[src/patch_pkg.sv]
package patch_pkg;

  // frame geometry of the feature map
  localparam int NUM_CH  = 4;
  localparam int FRAME_H = 7;
  localparam int FRAME_W = 7;

  // square patch taken at every window position
  localparam int PATCH_K = 3;

  // pixel width in bits
  localparam int PIX_W = 16;

  // legal window positions per channel
  localparam int WIN_ROWS = FRAME_H - PATCH_K + 1;
  localparam int WIN_COLS = FRAME_W - PATCH_K + 1;

  // one pixel sample
  typedef logic [PIX_W-1:0] pixel_t;

  // window position indices
  typedef logic [$clog2(NUM_CH)-1:0]   chan_t;
  typedef logic [$clog2(WIN_ROWS)-1:0] row_t;
  typedef logic [$clog2(WIN_COLS)-1:0] col_t;

  // scan controller states
  typedef enum logic {
    IDLE,
    SCAN
  } scan_state_t;

endpackage

[src/scan_pos_if.sv]
interface scan_pos_if;

  // advance strobe from the controller
  logic step;

  // current window position
  patch_pkg::chan_t chan;
  patch_pkg::row_t  row;
  patch_pkg::col_t  col;

  // final window of the whole scan
  logic last;

  modport ctrl (
    output step,
    input  last
  );

  modport counter (
    input  step,
    output chan,
    output row,
    output col,
    output last
  );

  // extractor captures the window at the edge where step is high
  modport extractor (
    input step,
    input chan,
    input row,
    input col
  );

endinterface

[src/window_counter.sv]
module window_counter (
  input  logic         clk,
  input  logic         rst_n,
  scan_pos_if.counter  pos
);

  patch_pkg::chan_t chan_q;
  patch_pkg::row_t  row_q;
  patch_pkg::col_t  col_q;

  logic col_last;
  logic row_last;
  logic chan_last;

  // end of each loop level, taken from the frame geometry
  assign col_last  = (col_q  == patch_pkg::col_t'(patch_pkg::WIN_COLS - 1));
  assign row_last  = (row_q  == patch_pkg::row_t'(patch_pkg::WIN_ROWS - 1));
  assign chan_last = (chan_q == patch_pkg::chan_t'(patch_pkg::NUM_CH - 1));

  // raster order: column fastest, then row, then channel
  always_ff @(posedge clk or negedge rst_n) begin
    if (!rst_n) begin
      chan_q <= '0;
      row_q  <= '0;
      col_q  <= '0;
    end else if (pos.step) begin
      if (col_last) begin
        col_q <= '0;
        if (row_last) begin
          row_q <= '0;
          // wraps to channel 0 after the final window
          if (chan_last) begin
            chan_q <= '0;
          end else begin
            chan_q <= chan_q + 1'b1;
          end
        end else begin
          row_q <= row_q + 1'b1;
        end
      end else begin
        col_q <= col_q + 1'b1;
      end
    end
  end

  assign pos.chan = chan_q;
  assign pos.row  = row_q;
  assign pos.col  = col_q;
  assign pos.last = chan_last && row_last && col_last;

  // window must stay inside the frame
  property p_pos_in_range;
    @(posedge clk) disable iff (!rst_n)
      (row_q < patch_pkg::WIN_ROWS) && (col_q < patch_pkg::WIN_COLS);
  endproperty

  a_pos_in_range: assert property (p_pos_in_range)
    else $error("window position out of range");

endmodule

[src/flat_wrapper.sv]
// flat-port wrapper written by rule: the top's interface ports become plain ports
module window_counter_flat 
  (clk, rst_n, pos_step, pos_chan, pos_row, pos_col, pos_last);
  scan_pos_if pos_i ();
  input  logic clk;
  input  logic rst_n;
  input wire logic [$bits(pos_i.step)-1:0] pos_step;
  output wire logic [$bits(pos_i.chan)-1:0] pos_chan;
  output wire logic [$bits(pos_i.row)-1:0] pos_row;
  output wire logic [$bits(pos_i.col)-1:0] pos_col;
  output wire logic [$bits(pos_i.last)-1:0] pos_last;
  assign pos_i.step = pos_step;
  assign pos_chan = pos_i.chan;
  assign pos_row = pos_i.row;
  assign pos_col = pos_i.col;
  assign pos_last = pos_i.last;
  window_counter u_core (.clk(clk), .rst_n(rst_n), .pos(pos_i));
endmodule
[config.mk]
export PLATFORM = sky130hd
export DESIGN_NAME = window_counter_flat
export DESIGN_NICKNAME = d
export VERILOG_FILES = /design/src/patch_pkg.sv /design/src/scan_pos_if.sv /design/src/window_counter.sv /design/src/flat_wrapper.sv
export SDC_FILE = /design/constraint.sdc
export NUM_CORES = 1
export LEC_CHECK = 0
export ABC_CLOCK_PERIOD_IN_PS = 1400
export BUFFER_PORTS_ARGS = -buffer_cell sky130_fd_sc_hd__buf_2
export CAP_MARGIN = 10
export CORE_AREA = 3 3 40 42
export DETAILED_ROUTE_END_ITERATION = 6
export DIE_AREA = 0 0 43 45
export GPL_TIMING_DRIVEN = 1
export SKIP_CTS_REPAIR_TIMING = 1
export SLEW_MARGIN = 20
export SYNTH_ARGS = -nofsm -noshare
export SYNTH_HDL_FRONTEND = slang
export SYNTH_SLANG_ARGS = --single-unit
[constraint.sdc]
create_clock -name clk -period 1.4 [get_ports clk]
set_input_delay 0.14 -clock clk [delete_from_list [all_inputs] [get_ports clk]]
set_output_delay 0.14 -clock clk [all_outputs]
set_load 0.03 [all_outputs]
After elaboration in Yosys (flattened, before gate mapping)
Index checks and enable logic that the tools add are counted.

Bits of input ports: 3. Output and inout port bits: 9. Word-level logic and storage cells: 16. Register bits: 8.

Add/subtract/negate cells: 3. Reduce and logical (&&, ||, !) cells: 4. Eq/ne operators: 3. Mux-type cells: 3.

Operator list (number): $add 3x1->3 const B (2); $eq 3x3->1 const B (2); $mux 3 (2); $reduce_and 3->1 (1); $add 2x1->2 const B (1); $eq 2x2->1 const B (1); $logic_and 1x1->1 (2); $mux 2 (1); $reduce_and 2->1 (1).

Logic depth before layout (Yosys ltp)
Gate-level depths: netlist of the first run.

Depth after elaboration: 3. Depth in mapped cells: 5. Gate-level depth less buffers: 5.

Worst setup path before layout of the first run
OpenSTA, ideal clock, no wires.

Kind: flip-flop to output port. Start point: reg u_core.col_q[0], in the netlist u_core.pos.col[0]. End point: out pos_last. Data required time: 1.260 ns. Data arrival time: 1.364 ns. Stages on the path, launching flop included: 5. Path buffers: 0. Slack: -0.104 ns. Cell sequence: dfrtp_1 -> inv_1 -> ha_1 -> nand2_1 -> nor2_1.

Longest elaborated chain between the ends: 2.

RTL lines: from (decl) (RTL line window_counter.sv:9) `patch_pkg::col_t col_q;`; from (signal assigned) (RTL line window_counter.sv:41) `col_q <= col_q + 1'b1;`; $eq 3x3->1 (RTL line window_counter.sv:16) `assign col_last = (col_q == patch_pkg::col_t'(patch_pkg::WIN_COLS - 1));`; $logic_and 1x1->1 (RTL line window_counter.sv:49) `assign pos.last = chan_last && row_last && col_last;`; to (decl) (RTL line flat_wrapper.sv:11) `output wire logic [$bits(pos_i.last)-1:0] pos_last;`.

No other way between the ends.

Worst setup path after layout of the first run
Start point: reg u_core.row_q[1], in the netlist u_core.pos.row[1]. End point: out pos_last.

Longest elaborated chain between the ends: 3.

RTL lines: from (decl) (RTL line window_counter.sv:8) `patch_pkg::row_t row_q;`; from (signal assigned) (RTL line window_counter.sv:38) `row_q <= row_q + 1'b1;`; $eq 3x3->1 (RTL line window_counter.sv:17) `assign row_last = (row_q == patch_pkg::row_t'(patch_pkg::WIN_ROWS - 1));`; $logic_and 1x1->1 (2 in a row) (RTL line window_counter.sv:49).

No other way between the ends.

==> results.txt, run 1 <==
Core Area: 0.001285 mm^2
Crit path kind: register to output pin
Antenna Violating Nets Remaining: 0
Pwr Density: 2159 mW/mm^2
Worst-path maximum fanout: 3
Die Y: 45 um
Mean Syn Cell Area: 9.839 um^2
Area growth syn-to-layout: 49.13%
CP top delay family: flip-flops
Crit path launch type: register
# DRC: 0
Number of global-route vias before repair: 339
Post-Route WL: 867 um
Routed wire per std cell: 10.84 um
CTS sink cnt: 8
GR Util All Layers: 10.24%
Worst setup EP type: output pin
# diodes: 0
Routability cong.: 0.6529
Sequential area share after synthesis: 46.24%
Root buf cell: clkbuf_4
Buf/Inv on CP: 2
Max Slew Vio Count: 0
Slew HR: 81.32%
Worst-path cell chain: inv_2 > ha_4 > nand3_2 > nor2_4 > buf_6
Leak Pwr: 0.3092 nW
#FFs+latches synth: 8
Initial antenna violation count: 0
DR pass1 iterations: 4
Cell Rows: 13
Post-synth top area share: 46.24%
DP HPWL: 645.3 um
Worst-margin pin slew: 0.2802 ns
Post-route setup TNS: 0 ns
Worst skew pair latency: 0.26 ns
Slowest cell on crit path: dfrtp_2
Via Count: 355
Synth warn: 0
Status: completed
Clock Pin Slew Worst Setup and Hold Paths: 0.06 ns
# IOs: 12
Layout cells sized above 1: 55.38%
Initial DRC count: 8
H-tree Lvls: 1
Max_cap viols: 0
First-pass GRT wire length: 1.400 mm
Nets@finish: 74
Total global routing overflow: 0
Crit share post-route: 96.55%
Critical Path RT: 1.26 ns
Fmax: 739.8 MHz
Post-layout min period: 1.352 ns
Net Count, Synth: 52
Hold crit path type: input pin to register
Top cells by area, synth: dfrtp_1, ha_1, o21ai_0, nand2_1, mux2_1
Vias per cell: 4.438
Utilization after layout: 50.24%
Mapped Area: 432.9 um^2
Hold slack: 0.1832 ns
CP Data Arrival Time: 1.21 ns
Placed cell areas: 544.3 um^2
Num CTS Buffers: 3
Initial Utilization: 33.69%
Die area: 0.001935 mm^2
Cells after Synth: 44
Max stage delay on crit path: 0.40 ns
PortBufs: 11
Post-Route Skew: 0.01228 ns
Area leader, netlist: dfrtp_1
CTS max path bufs: 2
Register-to-Register Setup Slack: 0.06 ns
CTS tree: yes
Final setup violation count: 0
Max IR drop VDD: 812.8 uV
Final instance area: 645.6 um^2
Largest net degree at the start of global routing: 9
Netlist cell types: 13
Fin. Hold Viols: 0
Die width: 43 um
final timing paths:
kind,startpoint,end,depth (start not counted)
worst max-delay path,u_core.pos.row[1]$_DFFE_PN0P_,pos_last,5
worst min register to register,u_core.pos.chan[1]$_DFFE_PN0P_,u_core.pos.chan[1]$_DFFE_PN0P_,1
max in group asynchronous,rst_n,u_core.pos.col[0]$_DFFE_PN0P_,2
min in group asynchronous,rst_n,u_core.pos.col[2]$_DFFE_PN0P_,2
worst max register to register,u_core.pos.col[1]$_DFFE_PN0P_,u_core.pos.chan[0]$_DFFE_PN0P_,5
worst min-delay path,pos_step,u_core.pos.col[1]$_DFFE_PN0P_,2
state kept, by name, summed over array words and instances (netlist names):
register and cells:
u_core.pos.chan 2, u_core.pos.row 3, u_core.pos.col 3
where the power goes:
part	total [mW]	leakage (nW)	internal, mW	switching [mW]
Combinational	0.769	0.195	0.316	0.453
Sequential	0.434	0.0994	0.328	0.106
Clock	0.191	0.0150	0.109	0.0820
routing by layer:
metal | up-vias | part of all wire [%] | routed length [um] | GRT usage [%]
met5 | - | 0 | 0 | 0
met4 | 0 | 0.69 | 6 | 9.036
met3 | 2 | 7.2 | 62 | 3.586
met2 | 10 | 44 | 384 | 14.07
met1 | 153 | 48 | 414 | 12.59
li1 | 190 | - | - | -
cell families (layout without fill, tap and decap cells):
logic type / after synthesis / count (layout) / synth area share [%]
buffers and inverters: 4 / 25 / 3.467
multiplexers: 2 / 2 / 5.202
flip-flops: 8 / 8 / 46.24
adder cells (fa/ha/maj): 5 / 5 / 14.45
AND/OR/NAND/NOR: 17 / 17 / 21.39
AO/OA/AOI/OAI: 8 / 8 / 9.249
stage by stage:
stage / power, mW / instances / setup slack [ns]
floorplan: 0.8637 / 44 / 0.01345
global placement: 1.065 / 72 / 0.07101
CTS: 1.281 / 76 / -0.1569
detailed placement: 1.079 / 72 / 0.03544
finish: 1.394 / 80 / 0.04831
global route: 1.524 / 80 / -0.01018
cell usage in the layout (no fill, tap or decap), types with 2 or more instances in the layout:
master	count
dfrtp_1	4
inv_2	3
nor2_4	2
ha_4	2
nor2_1	2
o21ai_1	2
ha_1	3
o21ai_0	6
dfrtp_2	4
buf_2	10
buf_4	5
clkbuf_4	3
nand2_1	6
cell usage after synthesis, drive strengths merged:
master,n
dfrtp,8
ha,5
inv,4
mux2,2
nand2,8
nand2b,1
nand3,3
nand4,1
nor2,4
o21ai,8
cell type report:
type	instances	area, um^2
inverters	4	17.52
clock buffers	4	26.28
fillers	119	639.4
repair buffers	17	108.9
multi-input cells	32	269.0
flip-flops and latches	8	205.2
well taps	15	18.77
(Power assumes the default switching activity.)
==> inputs of run 2 (changes only) <==
REMOVE_ABC_BUFFERS = 1   (was default)
==> results.txt, run 2 (synthesis results as in run 1) <==
Register area: 200.2 um^2
Root buf cell: clkbuf_4
CTS tree: yes
Die width: 43 um
Initial DRC count: 0
Via Count: 363
CP Data Arrival Time: 1.20 ns
Power, Total: 1.320 mW
Routed wire per std cell: 11.12 um
Initial antenna violation count: 0
Pwr Density: 2131 mW/mm^2
Cell Rows: 13
Slew HR: 83.64%
Post-route setup TNS: 0 ns
H-tree Lvls: 1
Clock Pin Slew Worst Setup and Hold Paths: 0.06 ns
Crit path launch type: register
Max_cap viols: 0
Area growth syn-to-layout: 43.06%
Core Area: 0.001285 mm^2
Placed cell count: 75
# IOs: 12
DP HPWL: 641.7 um
# DRC: 0
Post-layout min period: 1.338 ns
Die area: 0.001935 mm^2
Post-Route WL: 901 um
Num CTS Buffers: 3
Final Non-Filler Cells: 81
Max Slew Vio Count: 0
Final setup violation count: 0
Initial Utilization: 33.69%
Nets@finish: 76
Worst-margin pin slew: 0.2454 ns
DR pass1 iterations: 1
CTS sink cnt: 8
Most used cells in the layout excluding fill and tap cells: buf_2, buf_4, dfrtp_1
Fin. Hold Viols: 0
Max IR drop VDD: 631.8 uV
Routability cong.: 0.6988
Vias per cell: 4.481
Place WS: 0.03500 ns
Total global routing overflow: 0
Status: completed
CTS max path bufs: 2
Critical Path RT: 1.26 ns
Hold crit path type: input pin to register
Layout cells sized above 1: 45.45%
Leak Pwr: 0.3115 nW
Largest net degree at the start of global routing: 9
Number of global-route vias before repair: 305
Leading cell type in the layout, fill and taps excluded: buf_2
Register-to-Register Setup Slack: 0.08 ns
Final WS setup: 0.06166 ns
Post-Route Skew: 0.0004186 ns
Worst setup EP type: output pin
Fillers: 129
Crit path kind: register to output pin
Fmax: 747.2 MHz
Antenna Violating Nets Remaining: 0
# diodes: 0
PortBufs: 11
Worst-path maximum fanout: 4
First-pass GRT wire length: 1.366 mm
GR Util All Layers: 10.47%
Worst skew pair latency: 0.25 ns
Die Y: 45 um
Multi-input gate area: 242.7 um^2
Crit share post-route: 95.60%
==> run 2: changes by cell type in the layout (fill, tap and decap cells not counted), sizes merged <==
| cell | previous run | this run |
|---|---|---|
| buf | 16 | 18 |
| clkbuf | 4 | 3 |
==> run 2: critical path, stage by stage, from the launching register on <==
cell     delay [ns]
dfrtp_1        0.39
inv_2          0.09
ha_4           0.17
nand2_2        0.06
nor2_2         0.08
buf_4          0.16
==> run 2: path summary, 6_finish.rpt <==
| check | to | cells past startpoint | start |
|---|---|---|---|
| worst max register to register | u_core.pos.chan[0]$_DFFE_PN0P_ | 5 | u_core.pos.row[1]$_DFFE_PN0P_ |
| worst max-delay path | pos_last | 5 | u_core.pos.col[1]$_DFFE_PN0P_ |
| min in group asynchronous | u_core.pos.row[2]$_DFFE_PN0P_ | 2 | rst_n |
| worst min-delay path | u_core.pos.col[1]$_DFFE_PN0P_ | 2 | pos_step |
| worst min register to register | u_core.pos.chan[1]$_DFFE_PN0P_ | 1 | u_core.pos.chan[1]$_DFFE_PN0P_ |
| max in group asynchronous | u_core.pos.col[0]$_DFFE_PN0P_ | 2 | rst_n |
==> run 2: where the power goes <==
| group | leakage, nW | switching (mW) | internal, mW |
|---|---|---|---|
| Combinational | 0.194 | 0.436 | 0.300 |
| Clock | 0.0138 | 0.0797 | 0.0982 |
| Sequential | 0.104 | 0.0865 | 0.319 |
| Total | 0.311 | 0.602 | 0.717 |
==> run 2: routing by layer <==
metal / vias up / part of all wire (%) / global-route usage, %
met2: 7 / 48 / 14.67
met4: 0 / 2.7 / 10.84
li1: 195 / - / -
met5: - / 0 / 0
met3: 2 / 4.1 / 3.586
met1: 159 / 45 / 12.01
==> run 2: layout make-up <==
cell class | instances | share of cell area, %
multi-input cells | 32 | 39.19
flip-flops and latches | 8 | 32.32
repair buffers | 19 | 19.39
clock buffers | 3 | 3.636
well taps | 15 | 3.030
inverters | 4 | 2.424
==> run 2: stage by stage <==
stage	area (um^2)	util [%]	hold slack, ns
floorplan	432.9	-	-0.1556
global placement	544.3	42.36	-0.005635
detailed placement	544.3	42.36	-0.002566
CTS	566.8	44.11	-0.2770
global route	619.3	48.20	0.2219
finish	619.3	48.20	0.2050
